$ cat src/source/icachePkg.sv
// Shared geometry, field types and controller states of the instruction cache
// Fetch addresses are byte addresses of aligned 32-bit words; bits 1:0 are ignored

package icachePkg;

  // Data path
  localparam int wordWidth = 32;

  // Line and set geometry
  localparam int lineWords = 4;
  localparam int numSets = 64;

  // Address fields of a fetch address
  localparam int offsetWidth = 2;
  localparam int indexWidth = 6;
  localparam int tagWidth = 22;

  // Instruction words and fetch addresses
  typedef logic [wordWidth-1:0] wordT;

  // Tag part of a fetch address, bits 31:10
  typedef logic [tagWidth-1:0] tagT;

  // Set index, bits 9:4
  typedef logic [indexWidth-1:0] setIndexT;

  // Word within a line, bits 3:2
  typedef logic [offsetWidth-1:0] wordSelT;

  // Fetch controller states
  typedef enum logic [1:0] {
    // Idle, or tag compare of a pending fetch
    lookup,
    // Line fill in progress
    refill,
    // One cycle after the last fill beat
    settle,
    // Uncached single-word read
    bypass
  } fetchStateT;

endpackage
$ cat src/source/icacheController.sv
`timescale 1ns/1ps
// Fetch controller of the two-way instruction cache
// One fetch at a time; refill starts at word 0 and takes four memory beats
// The beat that starts a refill may already transfer in the lookup cycle

module icacheController (
  input  logic                 clk,
  input  logic                 reset,
  input  logic                 fetchReq,
  input  icachePkg::wordT      fetchAddr,
  input  logic                 cacheEnable,
  input  logic                 way0Hit,
  input  logic                 way1Hit,
  input  logic                 way0Valid,
  input  logic                 way1Valid,
  input  icachePkg::wordT      way0Data,
  input  icachePkg::wordT      way1Data,
  input  logic                 memReady,
  input  icachePkg::wordT      memData,
  output icachePkg::wordT      instr,
  output logic                 instrValid,
  output logic                 memReq,
  output icachePkg::wordT      memAddr,
  output icachePkg::wordSelT   wordSel,
  output logic                 way0Fill,
  output logic                 way1Fill,
  output logic                 fillLast
);

  // FSM state
  icachePkg::fetchStateT state;
  icachePkg::fetchStateT nextState;

  // Fetch address fields
  icachePkg::setIndexT fetchIndex;
  icachePkg::wordSelT fetchWord;

  // Refill bookkeeping
  icachePkg::wordSelT beatCount;
  logic victimNow;
  logic victimWay;
  logic fillWay;

  // One LRU bit per set, holding the way to replace next
  logic [icachePkg::numSets-1:0] lruBits;

  // Decoded conditions
  logic anyHit;
  logic lookupActive;
  logic hitDone;
  logic startRefill;
  logic startBypass;
  logic refillReq;
  logic bypassReq;
  logic beatDone;
  logic lastBeat;

  // Index sits just below the tag, the word offset just below the index
  assign fetchIndex = fetchAddr[icachePkg::wordWidth-icachePkg::tagWidth-1 -: icachePkg::indexWidth];
  assign fetchWord = fetchAddr[icachePkg::wordWidth-icachePkg::tagWidth-icachePkg::indexWidth-1
                               -: icachePkg::offsetWidth];

  // Combined hit of both ways
  assign anyHit = way0Hit | way1Hit;

  // A pending fetch is only acted on in lookup
  assign lookupActive = (state == icachePkg::lookup) && fetchReq;
  assign hitDone = lookupActive && cacheEnable && anyHit;
  assign startRefill = lookupActive && cacheEnable && !anyHit;
  assign startBypass = lookupActive && !cacheEnable;

  // Memory request is raised in the cycle the miss is seen
  assign refillReq = startRefill || (state == icachePkg::refill);
  assign bypassReq = startBypass || (state == icachePkg::bypass);

  // Beat accounting
  assign beatDone = refillReq && memReady;
  assign lastBeat = beatDone &&
                    (beatCount == icachePkg::wordSelT'(icachePkg::lineWords - 1));

  always_ff @(posedge clk or posedge reset) begin
    if (reset) begin
      state <= icachePkg::lookup;
    end else begin
      state <= nextState;
    end
  end

  always_comb begin
    nextState = state;
    case (state)
      icachePkg::lookup: begin
        if (startRefill) begin
          nextState = icachePkg::refill;
        end else if (startBypass && !memReady) begin
          // Single word not ready yet, keep asking
          nextState = icachePkg::bypass;
        end
      end
      icachePkg::refill: begin
        if (lastBeat) begin
          nextState = icachePkg::settle;
        end
      end
      icachePkg::settle: begin
        nextState = icachePkg::lookup;
      end
      icachePkg::bypass: begin
        if (memReady) begin
          nextState = icachePkg::lookup;
        end
      end
      default: begin
        nextState = icachePkg::lookup;
      end
    endcase
  end

  // Beat counter, wraps back to 0 after the fourth beat
  always_ff @(posedge clk or posedge reset) begin
    if (reset) begin
      beatCount <= '0;
    end else if (beatDone) begin
      beatCount <= beatCount + 1'b1;
    end
  end

  // Invalid way first, otherwise the LRU way of the set
  always_comb begin
    if (!way0Valid) begin
      victimNow = 1'b0;
    end else if (!way1Valid) begin
      victimNow = 1'b1;
    end else begin
      victimNow = lruBits[fetchIndex];
    end
  end

  // Victim is frozen once the refill starts, since valid bits change under it
  always_ff @(posedge clk or posedge reset) begin
    if (reset) begin
      victimWay <= 1'b0;
    end else if (startRefill) begin
      victimWay <= victimNow;
    end
  end

  assign fillWay = (state == icachePkg::refill) ? victimWay : victimNow;

  // LRU update on a hit: the other way becomes LRU
  always_ff @(posedge clk or posedge reset) begin
    if (reset) begin
      lruBits <= '0;
    end else if (hitDone) begin
      lruBits[fetchIndex] <= way0Hit;
    end
  end

  // Fill strobes to the ways
  assign way0Fill = beatDone && !fillWay;
  assign way1Fill = beatDone && fillWay;
  assign fillLast = lastBeat;

  // Beat count addresses the line while filling
  assign wordSel = refillReq ? beatCount : fetchWord;

  // Memory side
  assign memReq = refillReq || bypassReq;
  assign memAddr = bypassReq ? fetchAddr :
                   {fetchAddr[icachePkg::wordWidth-1:icachePkg::offsetWidth+2], beatCount, 2'b00};

  // CPU side
  assign instr = bypassReq ? memData : (way1Hit ? way1Data : way0Data);
  assign instrValid = hitDone || (bypassReq && memReady);

  // A line lives in at most one way
  oneHotHit : assert property (
    @(posedge clk) disable iff (reset)
    !(way0Hit && way1Hit)
  ) else $error("icacheController: both ways hit");

  // Request may not drop in the middle of a line fill
  refillHoldsReq : assert property (
    @(posedge clk) disable iff (reset)
    (refillReq && !lastBeat) |=> memReq
  ) else $error("icacheController: memReq dropped before the final beat");

endmodule

$ cat config.mk
export PLATFORM = sky130hd
export DESIGN_NAME = icacheController
export DESIGN_NICKNAME = d
export VERILOG_FILES = /design/src/source/icachePkg.sv /design/src/source/icacheController.sv
export SDC_FILE = /design/constraint.sdc
export NUM_CORES = 1
export LEC_CHECK = 0
export BUFFER_PORTS_ARGS = -buffer_cell sky130_fd_sc_hd__clkbuf_2
export CORE_MARGIN = 10
export CORE_UTILIZATION = 40
export CTS_BUF_LIST = sky130_fd_sc_hd__clkbuf_4
export DETAILED_ROUTE_END_ITERATION = 12
export HOLD_SLACK_MARGIN = 0.1
export PLACE_DENSITY = 0.73
export SYNTH_ARGS = -nofsm -noshare
export SYNTH_HDL_FRONTEND = slang
export SYNTH_SLANG_ARGS = --single-unit
$ cat constraint.sdc
create_clock -name clk -period 2 [get_ports clk]
set_input_delay 0.1 -clock clk [delete_from_list [all_inputs] [get_ports clk]]
set_output_delay 0.1 -clock clk [all_outputs]
set_load 0.01 [all_outputs]
Yosys cells after proc, flatten, opt, wreduce, memory -nomap -nowiden
Cells that the tools add are included.
Cells by class
  add/subtract/negate cells: 1
  $mul: 0
  div/mod/pow operators: 0
  order comparisons: 2
  equality and inequality tests: 7
  shifts and indexed selects: 0
  mux-type cells: 17
  bitwise logic cells: 1
  reduce and logical (&&, ||, !) cells: 22
Operator list (count)
  $bwmux 64: 1
  $mux 32: 2
  $logic_and 1x1->1: 12
  $mux 2: 5
  $pmux 2 s4: 1
  $lt 6x7->1 const B: 1
  $bmux 1 s6: 1
  $demux 1 s6: 1
  $eq 2x2->1 const B: 3
  $ge 6x1->1 const B: 1
  $mux 1: 5
  $logic_not 1->1: 4
  $logic_or 1x1->1: 4
  $mux 4: 1
  $ne 2x2->1 const B: 2
  $ne 3x2->1 const B: 1
  $reduce_and 3->1: 1
  $add 2x1->2 const B: 1
  $eq 2x1->1 const B: 1
  $logic_not 2->1: 1
  $or 1x1->1: 1
Storage, ports and cells
  register bits after elaboration: 69
  latch bits: 0
  bits in writable memories: 0
  bits in read-only memories: 0
  input port bits: 137
  output and inout port bits: 71
  memories: 0

Logic depth before layout (Yosys ltp)
Gate-level depths: netlist (run 1).
  depth in word-level cells: 9
  gate-level depth with buffers: 8

Least setup slack after synthesis (run 1)
No wires, ideal clock.
  kind: register to register
  from: register state[1]
  to: register lruBits[16] in the netlist's numbering
  setup time: 0.127 ns
  arrival: 2.039 ns
  data required time: 1.873 ns
  slack: -0.166 ns
  cell stages (with the launch flop): 8
  path buffers: 1
  clock period less this slack: 2.166 ns
  path through: dfrtp_1 buf_6 nand2b_4 or3b_4 or3_4 nor3_4 nand2_1 mux2_1
On the way
  longest elaborated chain between the ends: 4
RTL lines
  from (decl): RTL line icacheController.sv:31  | icachePkg::fetchStateT state;
  from (signal assigned): RTL line icacheController.sv:83  | state <= icachePkg::lookup;
  from (signal assigned): RTL line icacheController.sv:85  | state <= nextState;
  $logic_not 2->1: RTL line icacheController.sv:67  | assign lookupActive = (state == icachePkg::lookup) && fetchReq;
  $logic_and 1x1->1: RTL line icacheController.sv:67
  $logic_and 1x1->1 (2 in series): RTL line icacheController.sv:68  | assign hitDone = lookupActive && cacheEnable && anyHit;
  to (signal, indexed assignment): RTL line icacheController.sv:155  | lruBits[fetchIndex] <= way0Hit;
  to (decl): RTL line icacheController.sv:45  | logic [icachePkg::numSets-1:0] lruBits;
No other way between the ends.
A chain may end at the register's enable or synchronous reset.

Worst setup path after layout (run 1)
  from: register lruBits[16] in the netlist's numbering
  to: output port way0Fill
On the way
  longest elaborated chain between the ends: 7
RTL lines
  $bmux 1 s6: RTL line icacheController.sv:135  | victimNow = lruBits[fetchIndex];
  $mux 1 (implied by the code): RTL line icacheController.sv:135
  $mux 1: RTL line icacheController.sv:132  | end else if (!way1Valid) begin
  $mux 1: RTL line icacheController.sv:130  | if (!way0Valid) begin
  $mux 1: RTL line icacheController.sv:148  | assign fillWay = (state == icachePkg::refill) ? victimWay : victimNow;
  $logic_not 1->1: RTL line icacheController.sv:160  | assign way0Fill = beatDone && !fillWay;
  $logic_and 1x1->1: RTL line icacheController.sv:160
  to (decl): RTL line icacheController.sv:25  | output logic way0Fill,
No other way between the ends. The select of a mux whose other input is x is not followed.

==> run_results.csv, run 1 <==
group,metric,value,unit
outcome,status,"finished with violations",
outcome,violations,"setup timing",
final_layout,synthToLayoutAreaGrowth,53.9,%
critical_path,cpMostUsedCell,"a221o_1",
critical_path,start_kind,"flip-flop",
min_path,min_path_type,"in2reg",
synth,synthesis.nets,627,
synth,synth.avg_cell_area,9.61,um2
floorplan,fp.dieW,128,um
synth,synth_cell_type_count,51,
flow_run,cap_viol_max_count,0,
sta,max_slew_margin,52.8,%
placement,dp_slack,-0.239,ns
clock_network,cts_buffers,9,
synth,synth-edff-count,0,
sta,fmax,401,MHz
final_layout,layout-drive-gt1-share,66.9,%
clock_network,insertion_delay,0.44,ns
clock_network,cts.sinks,69,
clock_network,htreeDepth,3,
clock_network,cts_root_buf,"clkbuf_4",
critical_path,cp_slowest_cell,"dfrtp_1",
critical_path,end_kind,"primary output",
drt,wl_per_cell,21.8,um
critical_path,required,1.90,ns
global_routing,grt_pass1_vias,4922,
critical_path,slowest_delay,0.41,ns
drt,num_vias,4617,
sta,finalSetupTns,-11.15,ns
global_routing,grt_overflow,0,
sta,clock-skew-final,0.0210,ns
synth,ys_warn_count,0,
synth,ys.flop_type,"dfrtp_1",
final_layout,diodes,0,
critical_path,crit_type,"reg2out",
synth,synth_cells,489,
placement,place.gp.congestion,0.938,
critical_path,critPathTopFamily,"compound AO/OA/AOI/OAI gates",
final_layout,nets,819,
critical_path,crit_arrival,2.40,ns
sta,layout_setup_ws,-0.496,ns
floorplan,start_util,41.0,%
sta,fin_crit_sh,125,%
sta,tightest_slew,0.707,ns
pwr,p_per_area,713,nW/um2
global_routing,antenna_found_initial,0,
drt,drt_pass1_iterations,5,
pwr,leakagePower,3.53,nW
critical_path,path_cells,"a221o_1 -> a221o_1 -> a22oi_1 -> nand4_1 -> o31ai_1 -> clkbuf_2",
floorplan,dieArea,16500,um2
pwr,power.total,5.16,mW
floorplan,core.rowCount,39,
sta,report.final.setup_viol,98,
drt,ant_nets,0,
final_layout,fill_cells,814,
sta,final_hold_viol_count,0,
drt,drt-initial-drc-count,323,
placement,port_buffers,163,
sta,rsz0062_at_grt,"true",
drt,drcViolationCount,0,
critical_path,r2r_slack,-0.21,ns
global_routing,grt_start_max_net_pins,66,
floorplan,die_h,128,um
global_routing,track_usage,19.9,%
critical_path,critPathBufInv,1,
global_routing,grt_pass1_wl,26600,um
pwr,ir_drop,0.641,mV
placement,dp_hpwl,11900,um
clock_network,clk_path_buf_depth,2,
critical_path,path_max_fanout,3,
clock_network,clk_pin_slew,0.12,ns
final_layout,final_cell_mix,"clkbuf_2, dfrtp_1, nor2_4",
clock_network,cts_tree,"done",
drt,routed_wl,18100,um
sta,finalCriticalPeriod,2.50,ns
floorplan,boundaryPins,208,
synth,syn_area,4700,um2
drt,via_per_inst,5.57,
synth,async_flop_share,100,%
synth,synth-seq-cells,69,
synth,yosysSeqAreaShare,36.8,%
sta,final_max_slew_viol_count,0,
floorplan,core,11500,um2
final_layout,final_common_cell,"clkbuf_2",
[layer usage]
metal / vias to the layer above / wire (um) / track usage, %
met5: - / 0 / 0
met1: 2271 / 6740 / 23.0
li1: 2094 / - / -
met2: 205 / 9660 / 34.5
met3: 47 / 1280 / 5.83
met4: 0 / 401 / 6.16
[worst min-delay path, cell delays in order]
cell	delay, ns
clkbuf_2	0.14
nor2_1	0.16
a22o_1	0.16
[flip-flops by register name, summed over array words and instances (netlist names)]
register   count
beatCount      2
lruBits       64
state          2
victimWay      1
[final cells by class]
| class | count | area, um2 | share of cell area, % |
|---|---|---|---|
| Sequential cell | 69 | 1730 | 23.9 |
| Multi-Input combinational cell | 358 | 3520 | 48.6 |
| Clock inverter | 4 | 25.0 | 0.346 |
| Timing Repair Buffer | 237 | 1670 | 23.1 |
| Clock buffer | 12 | 90.1 | 1.25 |
| Tap cell | 143 | 179 | 2.47 |
| Inverter | 6 | 22.5 | 0.311 |
[cells by family after synthesis]
group                      share of synthesized area [%]
and+or+nand+nor                                     17.2
adders and majority gates                          0.266
AOI/OAI and AO/OA                                   9.03
muxes                                               28.8
xor gates and xnor gates                           0.186
buffers and inverters                               7.80
DFF                                                 36.8
[path summary, 6_finish.rpt]
check                            start            to  depth (start not counted)
setup / recovery           lruBits[16]      way0Fill                          6
hold / removal             cacheEnable      state[1]                          3
setup reg to reg              state[1]    lruBits[9]                          8
hold reg to reg            lruBits[62]   lruBits[62]                          1
max in group asynchronous        reset    lruBits[6]                          4
min in group asynchronous        reset  beatCount[0]                          3
[power by group]
part           internal (mW)  total (mW)  switching (mW)  leakage, nW
combinational           1.31        2.71            1.40         2.52
clock                  0.293       0.797           0.504       0.0633
sequential              1.54        1.65           0.107        0.947
total                   3.14        5.16            2.01         3.53
[cells in the mapped netlist, types with 3 or more instances]
cell	n	area share (%)
dfrtp_1	69	37
mux2_1	6	1.4
nor2_1	74	5.9
buf_4	28	4.5
o22ai_1	3	0.40
a221oi_1	4	0.75
nand2_1	43	3.4
mux2_2	64	15
inv_1	6	0.48
mux4_2	6	2.9
a22oi_1	4	0.64
clkbuf_1	25	2.0
nor2b_1	6	0.80
a211oi_1	3	0.48
and3_1	6	0.80
nor2_4	3	0.72
mux2i_1	43	9.2
o21ai_0	4	0.43
and2_1	3	0.40
nand3b_1	6	0.96
a21oi_1	35	3.7
nand2b_1	3	0.40
nor3_1	5	0.53
buf_2	5	0.53
[stage by stage]
step | util (%) | instance area [um2] | hold WS [ns] | std cells
global placement | 50.1 | 5740 | 0.102 | 778
floorplan | - | 4710 | 0.251 | 489
detailed placement | 50.1 | 5740 | 0.121 | 778
CTS | 59.6 | 6830 | 0.158 | 822
global route | 63.1 | 7230 | 0.200 | 829
finish | 63.1 | 7230 | 0.168 | 829
[timing repair]
item,CTS,global route
endpoints found under the setup margin,104,105
endpoints found under the hold margin,72,0
resized for setup,170,133
hold buffers,4,0
buffers inserted,17,8
pin swaps,44,18
gates cloned,7,2
(Power assumes the default switching activity.)
==> run 2, diff against run 1 <==
--- a/config.mk
+++ b/config.mk
@@ -6,7 +6,7 @@
 export NUM_CORES = 1
 export LEC_CHECK = 0
 export BUFFER_PORTS_ARGS = -buffer_cell sky130_fd_sc_hd__clkbuf_2
-export CORE_MARGIN = 10
+export CORE_MARGIN = 3
 export CORE_UTILIZATION = 40
 export CTS_BUF_LIST = sky130_fd_sc_hd__clkbuf_4
 export DETAILED_ROUTE_END_ITERATION = 12
==> run 2 against run 1 <==
- the run still ends with setup timing left
- clock-buffer cell count decreased by 2
- register-to-register slack got worse by 0.13 ns
- sequential share of layout area fell by 0.58 points
- first-iteration DRC count fell by 9.9%
- design area up 2.5%
- via count increased by 0.41%
- sequential power is essentially flat
==> run_results.csv, run 2 (same netlist as run 1, synthesis figures left out) <==
group,metric,value,unit
outcome,status,"finished with violations",
outcome,violations,"setup timing",
pwr,power.switching,2.01,mW
clock_network,cts.sinks,69,
placement,port_buffers,163,
sta,holdWs,0.150,ns
global_routing,met2_usage,39.9,%
global_routing,grt_pass1_wl,25300,um
sta,layout_setup_ws,-0.519,ns
final_layout,synthToLayoutAreaGrowth,57.8,%
final_layout,nets,818,
pwr,p_per_area,721,nW/um2
placement,dp_slack,-0.242,ns
clock_network,htreeDepth,3,
drt,num_vias,4636,
sta,tightest_slew,0.837,ns
pwr,combinationalPowerShare,55.5,%
critical_path,crit_type,"reg2out",
global_routing,use_met3,6.61,%
final_layout,layout-drive-gt1-share,65.4,%
sta,clock-skew-final,0.00678,ns
final_layout,largest_register_ffs,64,
placement,dp_hpwl,10500,um
sta,report.final.setup_viol,105,
sta,fin_crit_sh,126,%
pwr,ir_drop,0.768,mV
floorplan,fp.dieW,114,um
final_layout,diodes,0,
placement,place.gp.congestion,0.843,
flow_run,cap_viol_max_count,0,
critical_path,path_max_fanout,3,
drt,routed_wl,17200,um
global_routing,antenna_found_initial,2,
global_routing,track_usage,24.7,%
drt,wl_per_cell,20.9,um
final_layout,top_regs,"lruBits (64), beatCount (2), state (2)",
clock_network,cts_tree,"done",
drt,drt_pass1_iterations,4,
placement,post-place-cells,777,
critical_path,start_kind,"flip-flop",
global_routing,grt_overflow,0,
min_path,min_path_type,"in2reg",
pwr,leakagePower,3.67,nW
floorplan,start_util,42.0,%
final_layout,final_common_cell,"clkbuf_2",
clock_network,clk_pin_slew,0.11,ns
sta,fmax,397,MHz
clock_network,cts_root_buf,"clkbuf_4",
drt,drcViolationCount,0,
critical_path,end_kind,"primary output",
sta,finalCriticalPeriod,2.52,ns
drt,drt-initial-drc-count,291,
floorplan,core.rowCount,38,
final_layout,final_cell_mix,"clkbuf_2, dfrtp_1, mux2_4",
clock_network,insertion_delay,0.43,ns
sta,max_slew_margin,44.1,%
clock_network,cts_buffers,9,
floorplan,die_h,114,um
final_layout,layoutNonFillerInstCount,823,
critical_path,required,1.90,ns
sta,final_max_slew_viol_count,0,
floorplan,boundaryPins,208,
global_routing,grt_pass1_vias,4777,
sta,rsz0062_at_grt,"true",
critical_path,crit_arrival,2.42,ns
pwr,p_int,3.34,mW
global_routing,grt_start_max_net_pins,70,
clock_network,clk_path_buf_depth,2,
final_layout,utilization,66.3,%
floorplan,core,11200,um2
pwr,sw_frac_of_total,37.6,%
drt,ant_nets,0,
drt,via_per_inst,5.63,
global_routing,grt.met1_usage,32.1,%
floorplan,dieArea,13100,um2
sta,final_hold_viol_count,0,
final_layout,regMostFlops,"lruBits",
pwr,p_clk_share,13.7,%
pwr,p_seq_share,30.8,%
global_routing,grt_most_used_layer,"met2",
-- run 2: cell type report --
class,instances,area [um2]
fill,761,3760
multi-input combinational,354,3510
timing repair buffer,240,1890
sequential,69,1730
tap,140,175
clock buffer,10,75.1
inverter,6,22.5
clock inverter,4,17.5
-- run 2: worst max-delay path: stages (launching register included) --
cell and delay [ns]:
dfrtp_1 0.40, mux4_2 0.48, mux2i_2 0.18, o2111a_1 0.26, nand4_1 0.22, o31ai_2 0.27, buf_2 0.18
-- run 2: final timing paths --
kind                             start  slack, ns  cells after the start          end
setup / recovery           lruBits[39]      -0.52                      6     way0Fill
hold / removal             cacheEnable       0.15                      3     state[1]
setup reg to reg              state[1]      -0.34                      8  lruBits[61]
hold reg to reg            lruBits[58]       0.52                      1  lruBits[58]
max in group asynchronous        reset       1.43                      4  lruBits[21]
min in group asynchronous        reset       0.24                      4    victimWay
-- run 2: repair_timing --
item | 4_1_cts | 5_1_grt
setup endpoints to repair | 104 | 108
gates resized for setup | 183 | 137
hold buffers | 4 | 0
pin swaps | 36 | 18
hold endpoints to repair | 71 | 0
buffers inserted | 27 | 12
gates cloned | 7 | 2
-- run 2: power groups by stage --
stage / clock network, mW / logic (mW) / registers (mW)
global route: 0.797 / 3.13 / 1.66
floorplan: 0 / 1.09 / 1.62
global placement: 0 / 1.67 / 1.65
finish: 0.733 / 2.96 / 1.65
detailed placement: 0 / 1.72 / 1.66
CTS: 0.738 / 2.49 / 1.63
-- run 2: per-layer routing --
layer / up-vias / share of wire, %
li1: 2079 / -
met1: 2325 / 40
met2: 172 / 52
met3: 56 / 5.6
met4: 4 / 2.5
met5: - / 0.16
-- run 2: stage by stage --
stage	total power [mW]	setup TNS [ns]	area, um2
global placement	3.32	-3.94	5750
floorplan	2.71	-4.41	4710
CTS	4.86	-17.32	6940
detailed placement	3.38	-7.52	5750
finish	5.34	-22.20	7410
global route	5.58	-28.71	7410
==> run 3, diff against run 2 <==
--- a/config.mk
+++ b/config.mk
@@ -11,7 +11,7 @@
 export CTS_BUF_LIST = sky130_fd_sc_hd__clkbuf_4
 export DETAILED_ROUTE_END_ITERATION = 12
 export HOLD_SLACK_MARGIN = 0.1
-export PLACE_DENSITY = 0.73
+export PLACE_DENSITY = 0.81
 export SYNTH_ARGS = -nofsm -noshare
 export SYNTH_HDL_FRONTEND = slang
 export SYNTH_SLANG_ARGS = --single-unit
==> run 3 against run 2 <==
- highest routed layer unchanged
- the flow still finishes with violations (setup timing)
- maximum frequency shrank 4.8%
- critical path type unchanged
- cell count unchanged
- utilization decreased by 0.24 points
- clock power up 11%
==> run_results.csv, run 3 (same netlist as run 1, synthesis figures left out) <==
group,metric,value,unit
floorplan,boundaryPins,208,
critical_path,end_kind,"primary output",
floorplan,fp.dieW,114,um
pwr,p_per_area,751,nW/um2
critical_path,path_max_fanout,3,
critical_path,crit_type,"reg2out",
sta,fmax,378,MHz
final_layout,layout.cell_area.non_filler,7390,um2
critical_path,crit_arrival,2.55,ns
drt,drt-initial-drc-count,635,
clock_network,insertion_delay,0.46,ns
critical_path,required,1.90,ns
sta,fin_crit_sh,132,%
drt,num_vias,5021,
sta,tightest_slew,0.699,ns
drt,routed_wl,20400,um
flow_run,cap_viol_max_count,0,
outcome,violations,"setup timing",
placement,dp_hpwl,11900,um
drt,wl_per_cell,24.8,um
critical_path,start_kind,"flip-flop",
placement,post-place-cells,779,
final_layout,top_regs,"lruBits (64), beatCount (2), state (2)",
clock_network,htreeDepth,3,
drt,via_per_inst,6.10,
final_layout,utilization,66.1,%
sta,finalSetupTns,-19.88,ns
clock_network,clk_pin_slew,0.13,ns
drt,ant_nets,0,
clock_network,cts.sinks,69,
clock_network,cts_root_buf,"clkbuf_4",
floorplan,die_h,114,um
sta,layout_setup_ws,-0.646,ns
final_layout,layout-drive-gt1-share,67.7,%
final_layout,final_common_cell,"clkbuf_2",
global_routing,track_usage,28.6,%
sta,max_slew_margin,53.2,%
sta,final_max_slew_viol_count,0,
pwr,leakagePower,3.46,nW
sta,final_hold_viol_count,0,
pwr,ir_drop,0.686,mV
final_layout,final_cell_mix,"clkbuf_2, dfrtp_1, nor2_4",
global_routing,grt_pass1_vias,5122,
min_path,min_path_type,"in2reg",
final_layout,layoutNonFillerInstCount,823,
sta,rsz0062_at_grt,"true",
final_layout,nets,815,
pwr,power.total,5.55,mW
placement,port_buffers,163,
sta,report.final.setup_viol,105,
floorplan,core.rowCount,38,
floorplan,start_util,42.0,%
sta,finalCriticalPeriod,2.65,ns
clock_network,cts_tree,"done",
global_routing,grt_pass1_wl,28800,um
final_layout,synthToLayoutAreaGrowth,57.2,%
placement,place.gp.congestion,0.931,
placement,place_area,5770,um2
sta,clock-skew-final,0.0141,ns
clock_network,cts_buffers,9,
sta,holdWs,0.118,ns
final_layout,largest_register_ffs,64,
drt,drt_pass1_iterations,9,
drt,drcViolationCount,0,
global_routing,grt_start_max_net_pins,66,
global_routing,antenna_found_initial,5,
clock_network,clk_path_buf_depth,2,
final_layout,regMostFlops,"lruBits",
floorplan,core,11200,um2
floorplan,dieArea,13100,um2
placement,dp_slack,-0.203,ns
outcome,status,"finished with violations",
global_routing,grt_overflow,0,
-- run 3: what timing repair did --
action | 4_1_cts | 5_1_grt
gates cloned | 9 | 0
buffers inserted | 9 | 12
endpoints found under the setup margin | 100 | 106
hold endpoints to repair | 30 | 0
hold buffers | 4 | 0
pin swaps | 44 | 31
resized for setup | 204 | 131
-- run 3: where the power goes --
part | total [mW] | switching, mW | internal (mW)
registers | 1.65 | 0.108 | 1.54
clock network | 0.815 | 0.570 | 0.245
logic | 3.08 | 1.57 | 1.51
-- run 3: metal layers --
| metal | GRT usage, % | share of wire [%] | vias up |
|---|---|---|---|
| met5 | 0 | 0.16 | - |
| met4 | 13.9 | 6.7 | 4 |
| met3 | 9.14 | 11 | 152 |
| met2 | 45.3 | 47 | 364 |
| met1 | 35.2 | 35 | 2416 |
| li1 | - | - | 2085 |
-- run 3: path summary, 6_finish.rpt --
kind,from,slack (ns),end,cells past startpoint
max in group asynchronous,reset,1.09,lruBits[10],4
worst min-delay path,cacheEnable,0.12,state[0],4
worst max register to register,state[1],-0.27,lruBits[11],7
min in group asynchronous,reset,0.24,lruBits[58],3
worst max-delay path,lruBits[57],-0.65,way0Fill,7
worst min register to register,lruBits[11],0.53,lruBits[11],1
-- run 3: final cells by class --
class,count,area (um2)
Tap cell,140,175
Clock inverter,6,41.3
Fill cell,711,3790
Sequential cell,69,1730
Inverter,6,22.5
Multi-Input combinational cell,355,3560
Clock buffer,9,67.6
Antenna cell,2,5.00
Timing Repair Buffer,236,1790
-- run 3: critical path: stages, from the launching register on --
cell and delay [ns]:
dfrtp_1 0.40, mux2i_1 0.31, a22oi_1 0.21, and3_1 0.25, nor3_1 0.27, nand4_1 0.25
o31ai_2 0.24, buf_2 0.17
